==> src/logic/hazard_pkg.sv <==
// hazard package
// widths, csr operation kinds and stall states shared by the
// operand hazard unit, plus the csr write-enable decode

package hazard_pkg;

	// data and address widths
	localparam int XLEN   = 32;
	localparam int REG_AW = 5;
	localparam int CSR_AW = 12;

	// performance counter width
	localparam int PERF_W = 16;

	// csr operation kinds carried down the pipeline
	typedef enum logic [2:0] {
		CSR_NONE  = 3'd0,
		CSR_CSRRW = 3'd1,
		CSR_CSRRS = 3'd2,
		CSR_CSRRC = 3'd3,
		CSR_ECALL = 3'd4,
		CSR_MRET  = 3'd5
	} csr_op_t;

	// decode stall states
	typedef enum logic {
		ST_RUN      = 1'b0,
		ST_WAIT_LSU = 1'b1
	} stall_state_t;

	// csrrc and mret are not treated as csr writers here
	function automatic logic csr_writes(csr_op_t op);
		return (op == CSR_CSRRW) || (op == CSR_CSRRS) || (op == CSR_ECALL);
	endfunction

endpackage

==> src/logic/hazard_if.sv <==
// hazard unit interfaces
// read_req_if carries the decode register and csr reads,
// wb_stage_if carries one stage's pending register and csr writes

`timescale 1ns/100ps

interface read_req_if (
	input logic clock
);

	logic                          busy;
	logic                          ren0;
	logic                          ren1;
	logic [hazard_pkg::REG_AW-1:0] rsc0;
	logic [hazard_pkg::REG_AW-1:0] rsc1;
	logic                          csr_ren;
	logic [hazard_pkg::CSR_AW-1:0] csr_raddr;

	modport src (output busy, ren0, ren1, rsc0, rsc1, csr_ren, csr_raddr);

	// the clock is there for the checks on the receiving side
	modport dst (input clock, busy, ren0, ren1, rsc0, rsc1, csr_ren, csr_raddr);

endinterface

interface wb_stage_if;

	logic                          wd;
	logic [hazard_pkg::REG_AW-1:0] wreg;
	logic [hazard_pkg::CSR_AW-1:0] csr_waddr;
	hazard_pkg::csr_op_t           csr_type;
	logic [hazard_pkg::XLEN-1:0]   csr_wdata;
	logic                          ready;

	modport src (output wd, wreg, csr_waddr, csr_type, csr_wdata, ready);

	modport dst (input wd, wreg, csr_waddr, csr_type, csr_wdata, ready);

endinterface

==> src/logic/bypass_data.sv <==
// bypass data path
// registers the lsu result, keeps a captured copy for loads that
// stalled decode, and builds the register and csr forwarding muxes

`timescale 1ns/100ps

module bypass_data (
	input  logic                        clock,
	input  logic                        reset,
	input  logic                        lsu_valid_i,
	input  logic [hazard_pkg::XLEN-1:0] lsu_reg_wdata_i,
	input  logic                        lsu_mem_to_reg_i,
	input  logic                        lsu_conflict_i,
	input  logic                        capture_i,
	input  logic                        live_sel_i,
	input  logic                        exu_csr_conflict_i,
	input  logic                        lsu_csr_conflict_i,
	wb_stage_if.dst                     exu_i,
	wb_stage_if.dst                     lsu_i,
	output logic                        lsu_valid_q_o,
	output logic [hazard_pkg::XLEN-1:0] reg_bypass_o,
	output logic [hazard_pkg::XLEN-1:0] csr_bypass_o
);

	logic [hazard_pkg::XLEN-1:0] lsu_data_q;
	logic [hazard_pkg::XLEN-1:0] captured_q;
	logic                        use_live;

	// lsu pipeline register
	always_ff @(posedge clock) begin
		if (reset) begin
			lsu_valid_q_o <= 1'b0;
		end else begin
			lsu_valid_q_o <= lsu_valid_i;
		end
	end

	always_ff @(posedge clock) begin
		lsu_data_q <= lsu_reg_wdata_i;
	end

	// copy kept for decode once the wait ends
	always_ff @(posedge clock) begin
		if (reset) begin
			captured_q <= '0;
		end else if (capture_i) begin
			captured_q <= lsu_data_q;
		end
	end

	// non-load results are already final in the lsu register
	assign use_live     = (lsu_conflict_i & ~lsu_mem_to_reg_i) | live_sel_i;
	assign reg_bypass_o = use_live ? lsu_data_q : captured_q;

	// exu holds the younger csr write, so it wins
	assign csr_bypass_o = exu_csr_conflict_i ? exu_i.csr_wdata :
		lsu_csr_conflict_i ? lsu_i.csr_wdata : '0;

	// a csr conflict needs a writing csr kind in the stage it came from
	a_csr_src_writes: assert property (@(posedge clock) disable iff (reset)
		(exu_csr_conflict_i || lsu_csr_conflict_i) |->
		((exu_csr_conflict_i && hazard_pkg::csr_writes(exu_i.csr_type))
		|| (lsu_csr_conflict_i && hazard_pkg::csr_writes(lsu_i.csr_type))))
		else $error("csr bypass taken from a stage that does not write");

endmodule

==> src/logic/hazard_top.sv <==
// operand hazard unit
// flags decode reads that collide with pending exu/lsu writes,
// stalls decode on outstanding loads and forwards register and csr data

`timescale 1ns/100ps

module hazard_top (
	input  logic                          clock,
	input  logic                          reset,
	// decode reads
	input  logic [hazard_pkg::CSR_AW-1:0] idu_csr_raddr_i,
	input  logic                          idu_csr_ren_i,
	input  logic                          idu_busy_i,
	input  logic                          idu_ren0_i,
	input  logic                          idu_ren1_i,
	input  logic [hazard_pkg::REG_AW-1:0] idu_rsc0_i,
	input  logic [hazard_pkg::REG_AW-1:0] idu_rsc1_i,
	// exu pending writes
	input  logic [hazard_pkg::CSR_AW-1:0] exu_csr_waddr_i,
	input  logic [2:0]                    exu_csr_type_i,
	input  logic [hazard_pkg::XLEN-1:0]   exu_csr_wdata_i,
	input  logic                          exu_ready_i,
	input  logic                          exu_wd_i,
	input  logic [hazard_pkg::REG_AW-1:0] exu_wreg_i,
	// lsu pending writes
	input  logic [hazard_pkg::CSR_AW-1:0] lsu_csr_waddr_i,
	input  logic [2:0]                    lsu_csr_type_i,
	input  logic [hazard_pkg::XLEN-1:0]   lsu_csr_wdata_i,
	input  logic                          lsu_ready_i,
	input  logic                          lsu_mem_to_reg_i,
	input  logic                          lsu_wd_i,
	input  logic                          lsu_valid_i,
	input  logic [hazard_pkg::REG_AW-1:0] lsu_wreg_i,
	input  logic [hazard_pkg::XLEN-1:0]   lsu_reg_wdata_i,
	// hazard results
	output logic                          conflict_reg0_o,
	output logic                          conflict_reg1_o,
	output logic                          conflict_csr_o,
	output logic                          conflict_id_nop_o,
	output logic [hazard_pkg::XLEN-1:0]   conflict_reg_bypass_data_o,
	output logic [hazard_pkg::XLEN-1:0]   conflict_csr_bypass_data_o,
	output logic [hazard_pkg::PERF_W-1:0] stall_events_o,
	output logic [hazard_pkg::PERF_W-1:0] stall_cycles_o
);

	logic lsu_valid_q;
	logic exu_conflict;
	logic lsu_conflict;
	logic exu_csr_conflict;
	logic lsu_csr_conflict;
	logic capture;
	logic live_sel;
	logic enter_wait;
	logic waiting;

	read_req_if rd_if (.clock(clock));
	wb_stage_if exu_if ();
	wb_stage_if lsu_if ();

	assign rd_if.busy      = idu_busy_i;
	assign rd_if.ren0      = idu_ren0_i;
	assign rd_if.ren1      = idu_ren1_i;
	assign rd_if.rsc0      = idu_rsc0_i;
	assign rd_if.rsc1      = idu_rsc1_i;
	assign rd_if.csr_ren   = idu_csr_ren_i;
	assign rd_if.csr_raddr = idu_csr_raddr_i;

	assign exu_if.wd        = exu_wd_i;
	assign exu_if.wreg      = exu_wreg_i;
	assign exu_if.csr_waddr = exu_csr_waddr_i;
	assign exu_if.csr_type  = hazard_pkg::csr_op_t'(exu_csr_type_i);
	assign exu_if.csr_wdata = exu_csr_wdata_i;
	assign exu_if.ready     = exu_ready_i;

	assign lsu_if.wd        = lsu_wd_i;
	assign lsu_if.wreg      = lsu_wreg_i;
	assign lsu_if.csr_waddr = lsu_csr_waddr_i;
	assign lsu_if.csr_type  = hazard_pkg::csr_op_t'(lsu_csr_type_i);
	assign lsu_if.csr_wdata = lsu_csr_wdata_i;
	assign lsu_if.ready     = lsu_ready_i;

	raw_detect u_raw_detect (
		.rd_i               (rd_if),
		.exu_i              (exu_if),
		.lsu_i              (lsu_if),
		.lsu_valid_q_i      (lsu_valid_q),
		.conflict_reg0_o    (conflict_reg0_o),
		.conflict_reg1_o    (conflict_reg1_o),
		.exu_conflict_o     (exu_conflict),
		.lsu_conflict_o     (lsu_conflict),
		.exu_csr_conflict_o (exu_csr_conflict),
		.lsu_csr_conflict_o (lsu_csr_conflict)
	);

	stall_fsm u_stall_fsm (
		.clock          (clock),
		.reset          (reset),
		.exu_conflict_i (exu_conflict),
		.lsu_conflict_i (lsu_conflict),
		.lsu_valid_q_i  (lsu_valid_q),
		.nop_o          (conflict_id_nop_o),
		.capture_o      (capture),
		.live_sel_o     (live_sel),
		.enter_wait_o   (enter_wait),
		.waiting_o      (waiting)
	);

	stall_counter u_stall_counter (
		.clock          (clock),
		.reset          (reset),
		.enter_wait_i   (enter_wait),
		.waiting_i      (waiting),
		.stall_events_o (stall_events_o),
		.stall_cycles_o (stall_cycles_o)
	);

	bypass_data u_bypass_data (
		.clock              (clock),
		.reset              (reset),
		.lsu_valid_i        (lsu_valid_i),
		.lsu_reg_wdata_i    (lsu_reg_wdata_i),
		.lsu_mem_to_reg_i   (lsu_mem_to_reg_i),
		.lsu_conflict_i     (lsu_conflict),
		.capture_i          (capture),
		.live_sel_i         (live_sel),
		.exu_csr_conflict_i (exu_csr_conflict),
		.lsu_csr_conflict_i (lsu_csr_conflict),
		.exu_i              (exu_if),
		.lsu_i              (lsu_if),
		.lsu_valid_q_o      (lsu_valid_q),
		.reg_bypass_o       (conflict_reg_bypass_data_o),
		.csr_bypass_o       (conflict_csr_bypass_data_o)
	);

	// either stage's csr write blocks the read
	assign conflict_csr_o = exu_csr_conflict | lsu_csr_conflict;

endmodule

==> src/logic/raw_detect.sv <==
// read-after-write detection
// compares the decode register and csr reads against the pending
// writes of the exu and lsu stages and reports the conflict levels

`timescale 1ns/100ps

module raw_detect (
	read_req_if.dst rd_i,
	wb_stage_if.dst exu_i,
	wb_stage_if.dst lsu_i,
	input  logic    lsu_valid_q_i,
	output logic    conflict_reg0_o,
	output logic    conflict_reg1_o,
	output logic    exu_conflict_o,
	output logic    lsu_conflict_o,
	output logic    exu_csr_conflict_o,
	output logic    lsu_csr_conflict_o
);

	logic [hazard_pkg::REG_AW-1:0] rd0_addr;
	logic [hazard_pkg::REG_AW-1:0] rd1_addr;
	logic [hazard_pkg::REG_AW-1:0] exu_addr;
	logic [hazard_pkg::REG_AW-1:0] lsu_addr;
	logic                          rd0_live;
	logic                          rd1_live;
	logic                          exu_busy;
	logic                          lsu_busy;
	logic                          exu_hit0;
	logic                          exu_hit1;
	logic                          lsu_hit0;
	logic                          lsu_hit1;

	// disabled ports collapse to x0
	assign rd0_addr = {hazard_pkg::REG_AW{rd_i.ren0}} & rd_i.rsc0;
	assign rd1_addr = {hazard_pkg::REG_AW{rd_i.ren1}} & rd_i.rsc1;
	assign exu_addr = {hazard_pkg::REG_AW{exu_i.wd}} & exu_i.wreg;
	assign lsu_addr = {hazard_pkg::REG_AW{lsu_i.wd}} & lsu_i.wreg;

	// x0 never conflicts
	assign rd0_live = (rd0_addr != '0);
	assign rd1_live = (rd1_addr != '0);

	// lsu also counts as busy while its result sits in the pipeline register
	assign exu_busy = ~exu_i.ready;
	assign lsu_busy = ~lsu_i.ready | lsu_valid_q_i;

	assign exu_hit0 = rd_i.busy & exu_busy & rd0_live & (rd0_addr == exu_addr);
	assign exu_hit1 = rd_i.busy & exu_busy & rd1_live & (rd1_addr == exu_addr);
	assign lsu_hit0 = rd_i.busy & lsu_busy & rd0_live & (rd0_addr == lsu_addr);
	assign lsu_hit1 = rd_i.busy & lsu_busy & rd1_live & (rd1_addr == lsu_addr);

	assign conflict_reg0_o = exu_hit0 | lsu_hit0;
	assign conflict_reg1_o = exu_hit1 | lsu_hit1;
	assign exu_conflict_o  = exu_hit0 | exu_hit1;
	assign lsu_conflict_o  = lsu_hit0 | lsu_hit1;

	// csr reads only clash with kinds that really write
	assign exu_csr_conflict_o = rd_i.busy & rd_i.csr_ren & exu_busy
		& hazard_pkg::csr_writes(exu_i.csr_type)
		& (rd_i.csr_raddr == exu_i.csr_waddr);
	assign lsu_csr_conflict_o = rd_i.busy & rd_i.csr_ren & lsu_busy
		& hazard_pkg::csr_writes(lsu_i.csr_type)
		& (rd_i.csr_raddr == lsu_i.csr_waddr);

	// kinds past mret would quietly decode as non-writing
	a_csr_type_legal: assert property (@(posedge rd_i.clock)
		(exu_i.csr_type <= hazard_pkg::CSR_MRET) && (lsu_i.csr_type <= hazard_pkg::CSR_MRET))
		else $error("undefined csr operation kind on a pending write");

endmodule

==> src/logic/stall_counter.sv <==
// stall statistics
// counts stall events and the cycles spent waiting on the lsu,
// both counters wrap

`timescale 1ns/100ps

module stall_counter (
	input  logic                          clock,
	input  logic                          reset,
	input  logic                          enter_wait_i,
	input  logic                          waiting_i,
	output logic [hazard_pkg::PERF_W-1:0] stall_events_o,
	output logic [hazard_pkg::PERF_W-1:0] stall_cycles_o
);

	logic [hazard_pkg::PERF_W-1:0] events_q;
	logic [hazard_pkg::PERF_W-1:0] cycles_q;

	// one event per run to wait transition
	always_ff @(posedge clock) begin
		if (reset) begin
			events_q <= '0;
		end else if (enter_wait_i) begin
			events_q <= events_q + 1'b1;
		end
	end

	// every cycle heading into the wait state
	always_ff @(posedge clock) begin
		if (reset) begin
			cycles_q <= '0;
		end else if (waiting_i) begin
			cycles_q <= cycles_q + 1'b1;
		end
	end

	assign stall_events_o = events_q;
	assign stall_cycles_o = cycles_q;

endmodule

==> src/logic/stall_fsm.sv <==
// decode stall control
// holds decode with a nop while an lsu result is outstanding and
// steers capture and selection of the forwarded lsu data

`timescale 1ns/100ps

module stall_fsm (
	input  logic clock,
	input  logic reset,
	input  logic exu_conflict_i,
	input  logic lsu_conflict_i,
	input  logic lsu_valid_q_i,
	output logic nop_o,
	output logic capture_o,
	output logic live_sel_o,
	output logic enter_wait_o,
	output logic waiting_o
);

	hazard_pkg::stall_state_t state_q;
	hazard_pkg::stall_state_t state_d;
	logic                     nop_q;
	logic                     run_stall;
	logic                     in_run;

	assign in_run = (state_q == hazard_pkg::ST_RUN);

	// exu results cannot be forwarded yet, lsu only once registered
	assign run_stall = exu_conflict_i | (lsu_conflict_i & ~lsu_valid_q_i);

	always_comb begin
		state_d = state_q;
		case (state_q)
			hazard_pkg::ST_RUN: begin
				if (lsu_conflict_i && !lsu_valid_q_i) begin
					state_d = hazard_pkg::ST_WAIT_LSU;
				end
			end
			hazard_pkg::ST_WAIT_LSU: begin
				if (lsu_valid_q_i) begin
					state_d = hazard_pkg::ST_RUN;
				end
			end
			default: state_d = hazard_pkg::ST_RUN;
		endcase
	end

	always_ff @(posedge clock) begin
		if (reset) begin
			state_q <= hazard_pkg::ST_RUN;
			nop_q   <= 1'b0;
		end else begin
			state_q <= state_d;
			// held across the whole wait, dropped with the return to run
			if (enter_wait_o) begin
				nop_q <= 1'b1;
			end else if (!in_run && lsu_valid_q_i) begin
				nop_q <= 1'b0;
			end
		end
	end

	assign nop_o        = in_run ? run_stall : nop_q;
	assign live_sel_o   = in_run & lsu_conflict_i;
	assign capture_o    = lsu_valid_q_i & (~in_run | lsu_conflict_i);
	assign enter_wait_o = in_run & (state_d == hazard_pkg::ST_WAIT_LSU);
	assign waiting_o    = (state_d == hazard_pkg::ST_WAIT_LSU);

	// the registered nop must cover every cycle of the wait
	a_wait_holds_nop: assert property (@(posedge clock) disable iff (reset)
		!in_run |-> nop_o)
		else $error("decode not held while waiting on the lsu result");

endmodule

==> config.mk <==
export PLATFORM = sky130hd
export DESIGN_NAME = hazard_top
export DESIGN_NICKNAME = d
export VERILOG_FILES = /design/src/logic/hazard_pkg.sv /design/src/logic/hazard_if.sv /design/src/logic/bypass_data.sv /design/src/logic/hazard_top.sv /design/src/logic/raw_detect.sv /design/src/logic/stall_counter.sv /design/src/logic/stall_fsm.sv
export SDC_FILE = /design/constraint.sdc
export NUM_CORES = 1
export LEC_CHECK = 0
export ABC_AREA = 1
export BUFFER_PORTS_ARGS = -buffer_cell sky130_fd_sc_hd__clkbuf_2
export CORE_MARGIN = 4
export CORE_UTILIZATION = 35
export CTS_BUF_LIST = sky130_fd_sc_hd__clkbuf_8
export DETAILED_ROUTE_END_ITERATION = 10
export PLACE_DENSITY = 0.64
export SYNTH_ARGS = -nofsm -noshare
export SYNTH_HDL_FRONTEND = slang
export SYNTH_HIERARCHICAL = 1
export SYNTH_SLANG_ARGS = --single-unit
==> constraint.sdc <==
create_clock -name clock -period 1.9 [get_ports clock]
set_clock_uncertainty 0.05 [all_clocks]
set_input_delay 0.38 -clock clock [delete_from_list [all_inputs] [get_ports clock]]
set_output_delay 0.38 -clock clock [all_outputs]
set_load 0.01 [all_outputs]
; ---- After elaboration in Yosys (flattened, before gate mapping)
; Index checks and enable logic that the tools add are counted.
[word_totals]
reg_bits = 99
[op_classes]
n_addsub = 2
n_mux = 9
n_reduce_logical = 10
eq_ne = 12
bitwise = 40
[op_table]
columns = operator, n
row1 = two-way mux 32 bit, 3
row2 = adder 16 x 1 -> 16 bit (second input constant), 2
row3 = == test 12 bit, 2
row4 = AND 1 bit, 22
row5 = AND 5 bit, 4
row6 = == test 5 bit, 4
row7 = nonzero test 5 bit, 2
row8 = OR 1 bit, 9
row9 = == test 3 x 1 -> 1 bit (second input constant), 2
row10 = == test 3 x 2 -> 1 bit (second input constant), 2
row11 = == test 3 bit (second input constant), 2
row12 = two-way mux 1 bit, 5
row13 = inverter 1 bit, 5
row14 = logical OR 1 bit, 4
row15 = logical AND 1 bit, 2
row16 = one-hot mux 1 bit (2 select lines), 1
row17 = nonzero test 2 bit, 1
row18 = zero test 1 bit, 1

; ---- Logic depth before layout (Yosys ltp)
[logic_depth]
depth_word = 11
mapped_depth = 17
ltp_nobuf = 16

; ---- Modules after synthesis
; Netlist, hierarchy kept.
[modules_own_cells]
columns = mod, cells_per_inst, area_per_inst_um2, instances
row1 = bypass_data, 391, 2991.6, 1
row2 = stall_counter, 235, 1631.6, 1
row3 = raw_detect, 229, 952.2, 1
row4 = stall_fsm, 18, 121.4, 1
row5 = hazard_top, 3, 11.3, 1

; ---- Worst setup path after synthesis
; Ideal clock, no wire load.
[synth_timing]
path_kind = register to output
start = register u_bypass_data.lsu_valid_q_o
end = output conflict_reg_bypass_data_o[10] (netlist bit)
path_stages_with_launch = 14
setup_slack_ps = -153
required_ps = 1470
n_path_buf = 1
arrival_time_ps = 1623
cell_sequence = dfxtp_1 inv_1 a21oi_1 nand2_1 nor2_1 nand3_1 nand2_1 inv_1 nor2_1 inv_2 nand2_4 buf_4 nand2_1 nand2_1
[synth_via]
elab_chain_len = 8
elab_cells_between_ends = 11
classes_between = 1 x mux / 10 x bitwise
[synth_rtl]
columns = item, line
row1 = "start, declared", bypass_data.sv:20  ; output logic lsu_valid_q_o,
row2 = "start signal, assigned", bypass_data.sv:34  ; lsu_valid_q_o <= lsu_valid_i;
row3 = OR 1 bit *, raw_detect.sv:45  ; assign lsu_busy = ~lsu_i.ready | lsu_valid_q_i;
row4 = AND 1 bit *, "raw_detect.sv:49, raw_detect.sv:50"
row5 = "AND 1 bit, on equally long branches (2 in series)", "raw_detect.sv:49, raw_detect.sv:50"
row6 = OR 1 bit *, raw_detect.sv:55  ; assign lsu_conflict_o = lsu_hit0 | lsu_hit1;
row7 = net lsu_conflict, hazard_top.sv:48  ; logic lsu_conflict;
row8 = AND 1 bit *, stall_fsm.sv:64  ; assign live_sel_o = in_run & lsu_conflict_i;
row9 = net live_sel, hazard_top.sv:52  ; logic live_sel;
row10 = OR 1 bit *, bypass_data.sv:52  ; assign use_live = (lsu_conflict_i & ~lsu_mem_to_reg_i) | live_sel_i;
row11 = two-way mux 32 bit *, bypass_data.sv:53  ; assign reg_bypass_o = use_live ? lsu_data_q : captured_q;
row12 = "end, declared", hazard_top.sv:40  ; output logic [hazard_pkg::XLEN-1:0] conflict_reg_bypass_data_o,
; Mark *: on every way through the listed nets, which the timed path passes. The rest lies on a longest branch.

; ---- Final worst setup path
[layout_timing]
start = register u_bypass_data.lsu_valid_q_o
end = output conflict_reg_bypass_data_o[2] (netlist bit)
; The elaborated chain is that of the path after synthesis.

==> impl_metrics.prom <==
# TYPE chip_impl_metric gauge
chip_impl_metric{name="setup_viol",unit=""} 128
chip_impl_metric{name="synthesis.nets",unit=""} 1048
chip_impl_metric{name="total_leakage_power",unit="nW"} 4.359
chip_impl_metric{name="track_usage",unit=""} 0.1995
chip_impl_metric{name="fin_total_pwr",unit="W"} 0.004340
chip_impl_metric{name="io_port_bufs",unit=""} 269
chip_impl_metric{name="timing.final.crit_share",unit=""} 1.317
chip_impl_metric{name="dp.final_hpwl",unit="mm"} 14.53
chip_impl_metric{name="crit_path_max_fanout",unit=""} 9
chip_impl_info{name="grt_setup_unrepaired",value="true"} 1
chip_impl_metric{name="slew_viol_final",unit=""} 0
chip_impl_metric{name="layout.nets",unit=""} 1362
chip_impl_metric{name="worst_ir_drop_vdd",unit="V"} 0.0003783
chip_impl_metric{name="drtAntennaViolNets",unit=""} 0
chip_impl_metric{name="critPathArrivalTime",unit="ns"} 2.07
chip_impl_metric{name="grt_pass1_vias",unit=""} 6210
chip_impl_info{name="layout.cells.most_common_list",value="269 x sky130_fd_sc_hd__nand2_1, 222 x sky130_fd_sc_hd__clkbuf_2, 98 x sky130_fd_sc_hd__dfxtp_1"} 1
chip_impl_metric{name="synthesis.area_per_instance",unit="µm²"} 6.516
chip_impl_metric{name="drt-initial-drc-count",unit=""} 267
chip_impl_metric{name="multiplexer_share_of_the_synthesized_area",unit=""} 0
chip_impl_info{name="final_common_cell",value="sky130_fd_sc_hd__nand2_1"} 1
chip_impl_metric{name="drcViolationCount",unit=""} 0
chip_impl_metric{name="post_synth_and_or_nand_nor_area_fraction",unit=""} 0.4320
chip_impl_metric{name="clock_insertion_delay_worst_skew",unit="ns"} 0.37
chip_impl_metric{name="p_sw_frac",unit=""} 0.2967
chip_impl_info{name="critPathLaunchType",value="register"} 1
chip_impl_metric{name="firstDrtPassIters",unit=""} 6
chip_impl_metric{name="routedWlPerCell",unit="µm"} 13.69
chip_impl_metric{name="total_switching_power",unit="W"} 0.001288
chip_impl_metric{name="cts_inserted_buffers",unit=""} 9
chip_impl_metric{name="number_of_antenna_violations_at_the_first_check_in_global_routing",unit=""} 0
chip_impl_metric{name="timing_worst_slew_pin_value",unit="ns"} 0.3359
chip_impl_metric{name="die_y",unit="µm"} 135.7
chip_impl_metric{name="maxCapViolations",unit=""} 0
chip_impl_metric{name="core_area",unit="µm²"} 15940
chip_impl_metric{name="dp.cells",unit=""} 1373
chip_impl_metric{name="yosys_register_bits",unit=""} 99
chip_impl_metric{name="min_period",unit="ns"} 2.503
chip_impl_metric{name="num_antenna_cells",unit=""} 0
chip_impl_metric{name="share_seq_of_total_power",unit=""} 0.501
chip_impl_metric{name="cts-htree-levels",unit=""} 3
chip_impl_metric{name="synth.distinct_cells",unit=""} 34
chip_impl_metric{name="nFillCells",unit=""} 1605
chip_impl_metric{name="finish.cell_count_without_fillers",unit=""} 1411
chip_impl_metric{name="finalHoldViolCount",unit=""} 0
chip_impl_metric{name="power.clock.fraction",unit=""} 0.298
chip_impl_metric{name="floorplan.initialDensity",unit=""} 0.3580
chip_impl_info{name="timing.setup.critical_path_class",value="register to output pin"} 1
chip_impl_metric{name="design_area",unit="µm²"} 8553
chip_impl_info{name="cts_tree",value="done"} 1
chip_impl_metric{name="synthAdderAreaFrac",unit=""} 0.004384
chip_impl_metric{name="ios",unit=""} 270
chip_impl_metric{name="via_per_inst",unit=""} 4.634
chip_impl_metric{name="gr-total-overflow",unit=""} 0
chip_impl_metric{name="final_critical_path_setup_slack",unit="ns"} -0.6032
chip_impl_info{name="holdCritPathClass",value="input port to register"} 1
chip_impl_metric{name="clkSinkCount",unit=""} 99
chip_impl_metric{name="routability_congestion",unit=""} 0.9039
chip_impl_metric{name="grt_first_pass_wirelength",unit="mm"} 29.83
chip_impl_metric{name="synthCells",unit=""} 876
chip_impl_info{name="synth_top_family_by_area",value="simple AND/OR/NAND/NOR gates"} 1
chip_impl_metric{name="met1Wirelength",unit="mm"} 7.899
chip_impl_metric{name="highest_clock_frequency_the_design_can_meet",unit="MHz"} 399.5
chip_impl_metric{name="cp_data_required_time",unit="ns"} 1.47
chip_impl_metric{name="power_density",unit="nW/µm²"} 507.4
chip_impl_metric{name="dieArea",unit="µm²"} 18420
chip_impl_metric{name="via_count",unit=""} 6539
chip_impl_info{name="failed_checks",value="setup timing"} 1
chip_impl_metric{name="drive_above_1_share",unit=""} 0.4661
chip_impl_metric{name="synthesis_warning_total",unit=""} 6
chip_impl_metric{name="synth_compound_gate_area_share",unit=""} 0.09228
chip_impl_metric{name="layout-area-overhead-vs-synth",unit="%"} 49.85
chip_impl_metric{name="cell_internal_pwr",unit="W"} 0.003052
chip_impl_metric{name="rows",unit=""} 46
chip_impl_metric{name="dieWidth",unit="µm"} 135.7
chip_impl_info{name="clockRootBuffer",value="sky130_fd_sc_hd__clkbuf_8"} 1
chip_impl_metric{name="yosysSeqAreaShare",unit=""} 0.3472
chip_impl_metric{name="synth-xor-area-share",unit=""} 0.01841
chip_impl_info{name="cp-end-kind",value="output pin"} 1
chip_impl_metric{name="clk_path_buf_depth",unit=""} 2
chip_impl_metric{name="power.combinational.fraction",unit=""} 0.201
chip_impl_metric{name="placement.cell_area",unit="µm²"} 7666
chip_impl_info{name="top_layer_used",value="met4"} 1
chip_impl_metric{name="worst_slew_margin_relative_to_its_limit",unit=""} 0.7737
chip_impl_metric{name="met3_wirelength",unit="mm"} 1.373
chip_impl_metric{name="detailroute.wirelength.met2",unit="mm"} 9.794
chip_impl_metric{name="synth.cell_area",unit="µm²"} 5708
chip_impl_metric{name="hold_slack",unit="ns"} 0.05160
chip_impl_metric{name="grt_start_max_net_pins",unit=""} 46
chip_impl_metric{name="totalWireLength",unit="mm"} 19.32
chip_impl_metric{name="place_worst_setup_slack",unit="ns"} -0.5456
chip_impl_metric{name="clock_transition_at_path_regs",unit="ns"} 0.11
chip_impl_info{name="status",value="finished, violations left"} 1
==> synth_stat cells <==
cell	instances	area share
sky130_fd_sc_hd__buf_1	1	0.00066
sky130_fd_sc_hd__o21bai_1	1	0.0013
sky130_fd_sc_hd__nor3_2	1	0.0018
sky130_fd_sc_hd__nor2_8	1	0.0035
sky130_fd_sc_hd__inv_1	76	0.050
sky130_fd_sc_hd__xnor2_1	9	0.014
sky130_fd_sc_hd__nand3_1	102	0.089
sky130_fd_sc_hd__a21oi_2	31	0.048
sky130_fd_sc_hd__o22ai_1	1	0.0011
sky130_fd_sc_hd__buf_2	17	0.015
sky130_fd_sc_hd__o21ai_1	3	0.0026
sky130_fd_sc_hd__nand2_4	3	0.0059
sky130_fd_sc_hd__buf_12	3	0.011
sky130_fd_sc_hd__nor2_1	69	0.045
sky130_fd_sc_hd__o21ai_0	17	0.015
sky130_fd_sc_hd__nand2_2	36	0.039
sky130_fd_sc_hd__xor2_1	3	0.0046
sky130_fd_sc_hd__o21bai_2	1	0.0020
sky130_fd_sc_hd__nor3_1	2	0.0018
sky130_fd_sc_hd__or2_2	2	0.0022
sky130_fd_sc_hd__nand2_1	329	0.22
sky130_fd_sc_hd__a211oi_1	2	0.0026
sky130_fd_sc_hd__buf_6	7	0.014
sky130_fd_sc_hd__ha_1	2	0.0044
sky130_fd_sc_hd__inv_2	8	0.0053
sky130_fd_sc_hd__nor2_2	8	0.0088
sky130_fd_sc_hd__nand3_2	3	0.0053
sky130_fd_sc_hd__nor2_4	4	0.0079
sky130_fd_sc_hd__clkbuf_1	1	0.00066
sky130_fd_sc_hd__buf_4	6	0.0079
sky130_fd_sc_hd__dfxtp_1	99	0.35
sky130_fd_sc_hd__a21oi_1	23	0.020
sky130_fd_sc_hd__inv_8	1	0.0020
sky130_fd_sc_hd__nand4_1	4	0.0044
==> state kept, by name, summed over array words and instances (netlist names) <==
register                        cells
u_bypass_data/captured_q           32
u_bypass_data/lsu_data_q           32
u_stall_counter/stall_cycles_o     16
u_stall_counter/stall_events_o     16
u_bypass_data/lsu_valid_q_o         1
u_stall_fsm/nop_q                   1
u_stall_fsm/state_q                 1
==> layer usage <==
metal	vias up	global-route usage
li1	3368	-
met1	2961	0.2354
met5	-	0
met2	190	0.3681
met3	20	0.04643
met4	0	0.04087
==> cells by family (layout without fill, tap and decap cells) <==
group	Yosys count	in the layout
DFF	99	99
xor gates and xnor gates	12	12
AOI/OAI and AO/OA	79	79
buffers and inverters	120	439
and+or+nand+nor	564	564
adders and majority gates	2	2
==> worst max-delay path: stages, from the launching register on <==
cell and delay [ns]:
sky130_fd_sc_hd__dfxtp_2 0.35, sky130_fd_sc_hd__inv_2 0.05, sky130_fd_sc_hd__a21oi_4 0.15, sky130_fd_sc_hd__nand2_1 0.07
sky130_fd_sc_hd__nor2_1 0.10, sky130_fd_sc_hd__nand3_1 0.11, sky130_fd_sc_hd__nand2_2 0.13, sky130_fd_sc_hd__inv_2 0.05
sky130_fd_sc_hd__nor2_4 0.11, sky130_fd_sc_hd__inv_6 0.07, sky130_fd_sc_hd__nand2_8 0.10, sky130_fd_sc_hd__clkbuf_16 0.16
sky130_fd_sc_hd__nand2_1 0.07, sky130_fd_sc_hd__nand2_2 0.05, sky130_fd_sc_hd__clkbuf_2 0.13
==> power groups by stage <==
| stage | clock network [W] | logic, W | registers [W] |
|---|---|---|---|
| after floorplan | 0 | 0.000387 | 0.00221 |
| after global placement | 0 | 0.000759 | 0.00222 |
| after detailed placement | 0 | 0.000765 | 0.00222 |
| after CTS | 0.00133 | 0.000825 | 0.00217 |
| after global routing | 0.00142 | 0.000958 | 0.00218 |
| final | 0.00130 | 0.000871 | 0.00217 |
==> final cells by class <==
| class | count | area, µm² | share of cell area |
|---|---|---|---|
| clock buffers | 9 | 123.9 | 0.01448 |
| multi-input cells | 657 | 3487 | 0.4077 |
| flip-flops and latches | 99 | 1983 | 0.2319 |
| repair buffers | 338 | 2278 | 0.2664 |
| inverters | 85 | 349.1 | 0.04081 |
| well taps | 216 | 270.3 | 0.03160 |
| clock inverters | 7 | 61.31 | 0.007168 |
==> timing repair <==
| action | in CTS | in global routing |
|---|---|---|
| setup endpoints to repair | 125 | 132 |
| pin swaps | 7 | 35 |
| resized for setup | 53 | 96 |
| setup buffers | 7 | 9 |
| hold buffers | 0 | 0 |
| cloned | 6 | 1 |
==> worst paths after layout <==
path | end | depth (start not counted) | from | slack [ns]
worst min-delay path | u_bypass_data/lsu_data_q[12]$_DFF_P_ | 1 | lsu_reg_wdata_i[12] | 0.05
worst max-delay path | conflict_reg_bypass_data_o[2] | 14 | u_bypass_data/lsu_valid_q_o$_SDFF_PP0_ | -0.60
worst min register to register | u_bypass_data/captured_q[0]$_SDFFE_PP0P_ | 2 | u_bypass_data/captured_q[0]$_SDFFE_PP0P_ | 0.42
worst max register to register | u_stall_counter/stall_cycles_o[15]$_SDFFE_PP0P_ | 18 | u_bypass_data/lsu_valid_q_o$_SDFF_PP0_ | -0.32
==> stage by stage <==
step / util / setup TNS (ns)
5_1_grt: 0.5365 / -70.25
4_1_cts: 0.5184 / -47.47
3_5_place_dp: 0.4809 / -43.92
2_1_floorplan: - / -0.3762
3_3_place_gp: 0.4809 / -41.61
6_report: 0.5365 / -46.98
No activity file was read; power rests on OpenSTA's default activity.
